<file path="src/rtl/ex_cfg.svh">
`ifndef EX_CFG_SVH
`define EX_CFG_SVH

// execute lanes, one per thread context
// any power of two from 2 to 8
`define EX_LANES 4

// bits needed to number a lane
`define EX_LANE_ID_W $clog2(`EX_LANES)

// operand and result width
`define EX_WORD_W 32

// signed ALU immediate
`define EX_IMM_W 17

// sprite number, 8 attribute bytes per sprite
`define EX_SPRITE_W 8

// byte address into sprite attribute memory (2048 bytes)
`define EX_SPRITE_MEM_AW 11

// immediate field of a sprite op, only the low byte is stored
`define EX_SPRITE_IMM_W 14

`endif

</file>
<file path="src/rtl/ex_pkg.sv">
package ex_pkg;

	`include "ex_cfg.svh"

	typedef logic [`EX_WORD_W-1:0] word_t;
	typedef logic signed [`EX_IMM_W-1:0] imm_t;
	typedef logic [2:0] alu_op_t;
	typedef logic [`EX_SPRITE_W-1:0] sprite_id_t;
	typedef logic [3:0] sprite_act_t;
	typedef logic [7:0] sprite_byte_t;
	typedef logic [`EX_SPRITE_MEM_AW-1:0] sprite_maddr_t;
	typedef logic [`EX_LANE_ID_W-1:0] lane_id_t;
	// byte offset inside one sprite's 8-byte record
	typedef logic [2:0] sprite_off_t;

	localparam alu_op_t ALU_ADD = 3'd0;
	localparam alu_op_t ALU_SUB = 3'd1;
	localparam alu_op_t ALU_AND = 3'd2;
	localparam alu_op_t ALU_OR  = 3'd3;
	localparam alu_op_t ALU_NOR = 3'd4;
	localparam alu_op_t ALU_SLL = 3'd5;
	localparam alu_op_t ALU_SRL = 3'd6;
	localparam alu_op_t ALU_SRA = 3'd7;

	// action codes that select a non-data attribute byte
	localparam sprite_act_t SPR_ACT_BYTE1 = 4'd8;
	localparam sprite_act_t SPR_ACT_BYTE2 = 4'd9;
	localparam sprite_act_t SPR_ACT_BYTE4 = 4'd3;
	localparam sprite_act_t SPR_ACT_BYTE5 = 4'd7;
	localparam sprite_act_t SPR_ACT_BYTE6 = 4'd0;
	localparam sprite_act_t SPR_ACT_BYTE7 = 4'd2;

	// every other action lands on the data byte
	localparam sprite_off_t SPR_OFF_DATA  = 3'd0;
	localparam sprite_off_t SPR_OFF_BYTE1 = 3'd1;
	localparam sprite_off_t SPR_OFF_BYTE2 = 3'd2;
	localparam sprite_off_t SPR_OFF_BYTE4 = 3'd4;
	localparam sprite_off_t SPR_OFF_BYTE5 = 3'd5;
	localparam sprite_off_t SPR_OFF_BYTE6 = 3'd6;
	localparam sprite_off_t SPR_OFF_BYTE7 = 3'd7;

endpackage

</file>
<file path="src/rtl/ex_lane.sv">
`timescale 1ns/100ps

`include "ex_cfg.svh"

module ex_lane (
	input  logic                        clk,
	input  logic                        rst_n,
	input  logic                        issue,
	input  ex_pkg::alu_op_t             d_alu_opcode,
	input  ex_pkg::word_t               d_s_data,
	input  ex_pkg::word_t               d_t_data,
	input  ex_pkg::imm_t                d_imm,
	input  logic                        d_use_imm,
	input  logic                        d_upd_ov,
	input  logic                        d_upd_neg,
	input  logic                        d_upd_zero,
	input  logic                        d_sprite_re,
	input  logic                        d_sprite_we,
	input  ex_pkg::sprite_act_t         d_sprite_action,
	input  ex_pkg::sprite_id_t          d_sprite_addr,
	input  logic [`EX_SPRITE_IMM_W-1:0] d_sprite_imm,
	input  logic                        d_sprite_use_imm,
	output logic                        lane_valid,
	output ex_pkg::word_t               lane_result,
	output logic                        lane_sprite_re,
	output logic                        lane_sprite_we,
	output ex_pkg::sprite_maddr_t       lane_sprite_maddr,
	output ex_pkg::sprite_byte_t        lane_sprite_wdata,
	output logic                        flag_ov,
	output logic                        flag_neg,
	output logic                        flag_zero
);

	localparam int MSB = `EX_WORD_W - 1;

	ex_pkg::word_t        opa;
	ex_pkg::word_t        opb;
	ex_pkg::word_t        opb_add;
	ex_pkg::word_t        sum;
	ex_pkg::word_t        alu_result;
	logic                 is_sub;
	logic [4:0]           shamt;
	logic                 ov;
	logic                 neg;
	logic                 zero;
	ex_pkg::sprite_off_t  spr_off;
	ex_pkg::sprite_maddr_t spr_maddr;
	ex_pkg::sprite_byte_t spr_wdata;

	assign opa = d_s_data;
	assign opb = d_use_imm ? {{(`EX_WORD_W - `EX_IMM_W){d_imm[`EX_IMM_W-1]}}, d_imm} : d_t_data;

	// single adder, sub is a + ~b + 1
	assign is_sub  = (d_alu_opcode == ex_pkg::ALU_SUB);
	assign opb_add = is_sub ? ~opb : opb;
	assign sum     = opa + opb_add + ex_pkg::word_t'(is_sub);

	// shift amount comes from the selected second operand, immediate included
	assign shamt = opb[4:0];

	always_comb begin
		case (d_alu_opcode)
			ex_pkg::ALU_ADD: alu_result = sum;
			ex_pkg::ALU_SUB: alu_result = sum;
			ex_pkg::ALU_AND: alu_result = opa & opb;
			ex_pkg::ALU_OR:  alu_result = opa | opb;
			ex_pkg::ALU_NOR: alu_result = ~(opa | opb);
			ex_pkg::ALU_SLL: alu_result = opa << shamt;
			ex_pkg::ALU_SRL: alu_result = opa >> shamt;
			default:         alu_result = ex_pkg::word_t'($signed(opa) >>> shamt);
		endcase
	end

	// ov and neg always come from the adder, whatever the opcode
	// for sub opb_add holds ~b, so one compare covers both cases
	assign ov   = (opa[MSB] == opb_add[MSB]) && (sum[MSB] != opa[MSB]);
	assign neg  = sum[MSB] ^ ov;
	assign zero = (alu_result == '0);

	// attribute byte inside the sprite's 8-byte record
	always_comb begin
		case (d_sprite_action)
			ex_pkg::SPR_ACT_BYTE1: spr_off = ex_pkg::SPR_OFF_BYTE1;
			ex_pkg::SPR_ACT_BYTE2: spr_off = ex_pkg::SPR_OFF_BYTE2;
			ex_pkg::SPR_ACT_BYTE4: spr_off = ex_pkg::SPR_OFF_BYTE4;
			ex_pkg::SPR_ACT_BYTE5: spr_off = ex_pkg::SPR_OFF_BYTE5;
			ex_pkg::SPR_ACT_BYTE6: spr_off = ex_pkg::SPR_OFF_BYTE6;
			ex_pkg::SPR_ACT_BYTE7: spr_off = ex_pkg::SPR_OFF_BYTE7;
			default:               spr_off = ex_pkg::SPR_OFF_DATA;
		endcase
	end

	assign spr_maddr = {d_sprite_addr, 3'b000} + ex_pkg::sprite_maddr_t'(spr_off);
	assign spr_wdata = d_sprite_use_imm ? d_sprite_imm[7:0] : opa[7:0];

	always_ff @(posedge clk or negedge rst_n) begin
		if (!rst_n) begin
			lane_valid     <= 1'b0;
			lane_sprite_re <= 1'b0;
			lane_sprite_we <= 1'b0;
		end else begin
			lane_valid     <= issue;
			lane_sprite_re <= issue & d_sprite_re;
			lane_sprite_we <= issue & d_sprite_we;
		end
	end

	always_ff @(posedge clk) begin
		if (issue) begin
			lane_result       <= alu_result;
			lane_sprite_maddr <= spr_maddr;
			lane_sprite_wdata <= spr_wdata;
		end
	end

	// sticky flags, each one moves only with its own strobe
	always_ff @(posedge clk or negedge rst_n) begin
		if (!rst_n) begin
			flag_ov   <= 1'b0;
			flag_neg  <= 1'b0;
			flag_zero <= 1'b0;
		end else if (issue) begin
			if (d_upd_ov) begin
				flag_ov <= ov;
			end
			if (d_upd_neg) begin
				flag_neg <= neg;
			end
			if (d_upd_zero) begin
				flag_zero <= zero;
			end
		end
	end

endmodule

</file>
<file path="config.mk">
export PLATFORM = sky130hd
export DESIGN_NAME = ex_lane
export DESIGN_NICKNAME = d
export VERILOG_FILES = /design/src/rtl/ex_pkg.sv /design/src/rtl/ex_lane.sv
export VERILOG_INCLUDE_DIRS = /design/src /design/src/rtl
export SDC_FILE = /design/constraint.sdc
export NUM_CORES = 1
export LEC_CHECK = 0
export ABC_CLOCK_PERIOD_IN_PS = 800
export BUFFER_PORTS_ARGS = -buffer_cell sky130_fd_sc_hd__buf_2
export CAP_MARGIN = 15
export CELL_PAD_IN_SITES_DETAIL_PLACEMENT = 1
export CELL_PAD_IN_SITES_GLOBAL_PLACEMENT = 1
export CORE_ASPECT_RATIO = 1.25
export CORE_MARGIN = 2
export CORE_UTILIZATION = 39
export CTS_CLUSTER_SIZE = 16
export DETAILED_ROUTE_END_ITERATION = 10
export PLACE_DENSITY = 0.87
export SLEW_MARGIN = 30
export SYNTH_ARGS = -nofsm -noshare
export SYNTH_HDL_FRONTEND = slang
export SYNTH_SLANG_ARGS = --single-unit
</file>
<file path="constraint.sdc">
create_clock -name clk -period 0.8 [get_ports clk]
set_input_delay 0.08 -clock clk [delete_from_list [all_inputs] [get_ports clk]]
set_output_delay 0.08 -clock clk [all_outputs]
set_load 0.1 [all_outputs]
</file>
==> results of run 1 <==
[per-layer routing]
layer | GRT overflow | GRT usage, %
met1 | 11 | 82.0
met3 | 12 | 68.6
met5 | 3 | 38.7
met2 | 307 | 101
met4 | 195 | 87.5
[cells by family after synthesis]
family / count (synthesis)
buffers and inverters: 131
AO/OA/AOI/OAI: 508
adder cells (fa/ha/maj): 41
multiplexers: 141
AND/OR/NAND/NOR: 397
XOR/XNOR: 44
flip-flops: 57
[timing repair]
item	4_1_cts
gates resized for setup	282
gates cloned	4
setup endpoints to repair	145
buffers inserted	71
hold buffers	12
hold endpoints to repair	17
pin swaps	83
[metrics by stage]
stage / worst slack (ns) / hold WS (ns) / TNS, ns / std cells
after global placement: -3.54 / -0.0890 / -113.40 / 2221
after floorplan: -3.02 / -0.216 / -83.10 / 1319
after detailed placement: -4.00 / -0.0850 / -125.29 / 2221
after CTS: -2.97 / 0.0175 / -91.18 / 2319
==> impl_metrics.tcl, run 1 <==
set metrics [dict create \
    synthMostInstantiatedCell "nand2_1" \
    fp-row-count 66 \
    grt_max_degree 62 \
    overflow 528 \
    die_h_microns 184 \
    ioPinCount 177 \
    ys_top_cells_by_area "edfxtp_1 15%, mux2i_1 10%, nand2_1 5.3%" \
    ys_types 82 \
    synth_top_family_by_area "compound AO/OA/AOI/OAI gates" \
    synthesis.nets 1480 \
    status "aborted with a tool error" \
    synth_area_sq_mm 0.0102 \
    placed_cell_area_sq_mm 0.0159 \
    synth_fa_ha_area_share_pct 5.13 \
    synthArstFlopShare_pct 10.5 \
    synth_top_area_share_pct 15.1 \
    synthMuxAreaShare_pct 16.3 \
    synth_ff_type "edfxtp_1" \
    error "[ERROR GRT-0116] Global routing finished with congestion. Check the congestion regions in the DRC Viewer." \
    die_w_microns 148 \
    gp_congestion 1.19 \
    cts_buffers 9 \
    synth.avg_cell_area_sq_um 7.70 \
    synth_edf_count 51 \
    synthSimpleGateAreaFrac_pct 18.1 \
    yosysWarnings 0 \
    synth_seq_area_share_pct 16.6 \
    ctsLongestPathBuffers 2 \
    synth-seq-cells 57 \
    synthCells 1319 \
    start_util_pct 39.3 \
    htreeDepth 3 \
    yosysTopAreaCell "edfxtp_1" \
    port_buffers 170 \
    grtUsageTotal_pct 84.0 \
    root_buffer "clkbuf_16" \
    grt_pass1_wl_mm 175 \
    cts_num_sinks 57 \
    synth_xor_xnor_area_share_pct 3.80 \
    synth_compound_area_share_pct 34.4 \
    place_hpwl_mm 54.5 \
    lastStage "global routing" \
    synth.top_cells.by_count "144 x nand2_1, 103 x mux2i_1, 100 x nor2_1, 99 x a21oi_1, 90 x o21ai_0" \
    grt_pass1_vias 23200 \
]
==> run 2, diff against run 1 <==
- ABC_CLOCK_PERIOD_IN_PS: 800 -> 1000
- CELL_PAD_IN_SITES_DETAIL_PLACEMENT: 1 -> unset
- CELL_PAD_IN_SITES_GLOBAL_PLACEMENT: 1 -> unset
- CORE_ASPECT_RATIO: 1.25 -> unset
- CORE_UTILIZATION: 39 -> 35
- CTS_CLUSTER_SIZE: 16 -> unset
- PLACE_DENSITY: 0.87 -> unset
- PLACE_DENSITY_LB_ADDON: unset -> 0.15
- clock period: 0.8 -> 1 ns (I/O delays scaled with it)
==> run 2 against run 1 <==
- the flow now finishes, with violations (setup timing)
- synthesized cell count is the same
- area after synthesis did not move
==> impl_metrics.tcl, run 2 <==
set metrics [dict create \
    grt_max_degree 58 \
    overflow 0 \
    max-cap-violations 0 \
    cp-startpoint "d_alu_opcode[2]" \
    antenna_found_initial 1 \
    finalNonFillerCells 2415 \
    drtPass1Iterations 6 \
    vias_per_cell 6.09 \
    r2r-start "flag_ov" \
    worst-r2r-setup-slack_ns 0.23 \
    die_h_microns 174 \
    regMostFlops "lane_result" \
    worst_pin_slew_ns 0.848 \
    p_per_area_mw_per_mm2 1230 \
    port_buffers 170 \
    final_util_pct 66.7 \
    placed_cell_area_sq_mm 0.0162 \
    core-area_sq_mm 0.0286 \
    nNetsFinal 2187 \
    synth_top_area_share_pct 15.1 \
    design.die.area_sq_mm 0.0304 \
    synthesis.nets 1480 \
    clk_latency_ns 0.34 \
    fin_ws_ns -2.60 \
    critical_path_required_ns 1.28 \
    setup_viol 92 \
    largest_register_ffs 32 \
    relSlewSlack_pct 43.5 \
    gp_congestion 1.04 \
    yosysTopAreaCell "edfxtp_1" \
    r2r_end "flag_ov" \
    synth.top_cells.by_count "144 x nand2_1, 103 x mux2i_1, 100 x nor2_1, 99 x a21oi_1, 90 x o21ai_0" \
    critPathCapture "flag_zero" \
    synth.avg_cell_area_sq_um 7.70 \
    fp-row-count 62 \
    timing.fmax_mhz 278 \
    ys_top_cells_by_area "edfxtp_1 15%, mux2i_1 10%, nand2_1 5.3%" \
    multi_input_area_sq_mm 0.00951 \
    design_area_sq_mm 0.0191 \
    root_buffer "clkbuf_16" \
    ctsLongestPathBuffers 2 \
    fill_cells 2335 \
    ant_nets 0 \
    rsz0062_at_grt "true" \
    ys_types 82 \
    final_common_cell "buf_4" \
    area_growth_pct 88.1 \
    die_w_microns 174 \
    synth_area_sq_mm 0.0102 \
    arrival_ns 3.88 \
    pre_cts_ws_ns -3.42 \
    yosysWarnings 0 \
    status "finished with violations" \
    antenna_cells 0 \
    hp-class "input pin to register" \
    vias 14700 \
    cts_num_sinks 57 \
    worstSetupPathType "input pin to register" \
    drv_slew 0 \
    timing.critical_path.cells "buf_6 > nor3b_4 > buf_4 > buf_12 > xor2_2 > ha_1 > a21o_1 > a2111o_1 > nand3_2 > a21bo_4 > o211ai_1 > a21oi_2 > or4_1 > a31o_4 > a2111oi_4 > o2111ai_2 > nand2_1" \
    top_regs "lane_result x32, lane_sprite_maddr x11, lane_sprite_wdata x8" \
    drt_first_iter_violations 1494 \
    cts_tree "built" \
    drive_gt1_share_pct 52.5 \
    dp_cells 2300 \
    fin_crit_ns 3.60 \
    p_leak_nw 8.50 \
    reg2reg_depth 2 \
    synthCells 1319 \
    fin_crit_sh_pct 360 \
    hold_violations 0 \
    start_kind "input pin" \
    cts_buffers 9 \
    htreeDepth 3 \
    start_util_pct 35.5 \
    synth_seq_area_share_pct 16.6 \
    grtUsageTotal_pct 38.4 \
    grt_pass1_vias 14100 \
    crit_path_max_fanout 7 \
    synthMostInstantiatedCell "nand2_1" \
    synthArstFlopShare_pct 10.5 \
    skew_ns 0 \
    violations "setup timing" \
    crit_path_end_kind "register" \
    power_mw 23.4 \
    place_hpwl_mm 47.4 \
    routedWlPerCell_microns 25.1 \
    slowest_stage "a2111o_1" \
    wl_mm 60.7 \
    register_area_sq_mm 0.00168 \
    cpPeakStageDelay_ns 0.48 \
    path_clk_slew_ns 0.06 \
    ioPinCount 177 \
    synth_ff_type "edfxtp_1" \
    mostFrequentLayoutCells "534 x buf_4, 128 x nand2_1, 110 x buf_2" \
    drcViolationCount 0 \
    grt_pass1_wl_mm 88.3 \
    peakVddDrop_uv 807 \
    synth_edf_count 51 \
    synth-seq-cells 57 \
]
-- run 2: cell counts after synthesis --
Identical to the previous run, type by type.
-- run 2: cell type report --
cell class / instances / share of cell area [%]
flip-flops and latches: 57 / 8.80
clock inverters: 7 / 0.537
repair buffers: 800 / 36.6
multi-input cells: 1131 / 49.8
clock buffers: 9 / 1.18
well taps: 384 / 2.52
inverters: 27 / 0.570
-- run 2: stage by stage --
| step | setup TNS, ns | hold slack (ns) |
|---|---|---|
| 2_1_floorplan | -67.44 | -0.196 |
| 3_3_place_gp | -99.40 | -0.0708 |
| 3_5_place_dp | -102.69 | -0.0715 |
| 4_1_cts | -68.25 | 0.0226 |
| 5_1_grt | -75.53 | 0.0505 |
| 6_report | -71.30 | 0.0285 |
-- run 2: worst min-delay path by stage --
stage,endpoint,from,depth (start not counted)
after floorplan,flag_neg,rst_n,0
after global placement,lane_sprite_we,rst_n,1
after detailed placement,lane_sprite_re,rst_n,1
after CTS,lane_sprite_wdata[0],d_sprite_imm[0],3
after global routing,flag_neg,d_upd_neg,3
final,lane_sprite_wdata[0],d_sprite_imm[0],3
-- run 2: timing repair --
action                                  in CTS  in global routing
endpoints found under the setup margin      92                132
gates resized for setup                    228                135
hold buffers                                12                  0
gates cloned                                 3                  0
pin swaps                                   82                 85
setup buffers                               58                 50
endpoints found under the hold margin       17                  0
-- run 2: cells by family (layout without fill, tap and decap cells) --
group | after synthesis | in the layout | synth area share, %
buf+inv | 131 | 843 | 5.60
simple gates | 397 | 397 | 18.1
xor+xnor | 44 | 44 | 3.80
mux | 141 | 141 | 16.3
flops | 57 | 57 | 16.6
fa+ha+maj | 41 | 41 | 5.13
compound gates | 508 | 508 | 34.4
-- run 2: layer usage --
layer	vias up	GRT usage (%)	wire length [microns]
li1	6529	-	-
met1	7111	51.0	24500
met2	881	62.4	27200
met3	174	6.87	6190
met4	2	14.0	2850
met5	-	0	13
-- run 2: power by group --
part / switching, mW / internal [mW] / total (mW)
Sequential: 0.235 / 2.98 / 3.22
Clock: 1.23 / 2.20 / 3.43
Combinational: 9.18 / 7.62 / 16.8
-- run 2: critical path, delay by kind of cell --
kind | cells | cell delay (ns)
simple gates | 4 | 0.81
compound gates | 8 | 2.14
fa+ha+maj | 1 | 0.27
buf+inv | 3 | 0.39
xor+xnor | 1 | 0.17
No activity file was read; power rests on OpenSTA's default activity.
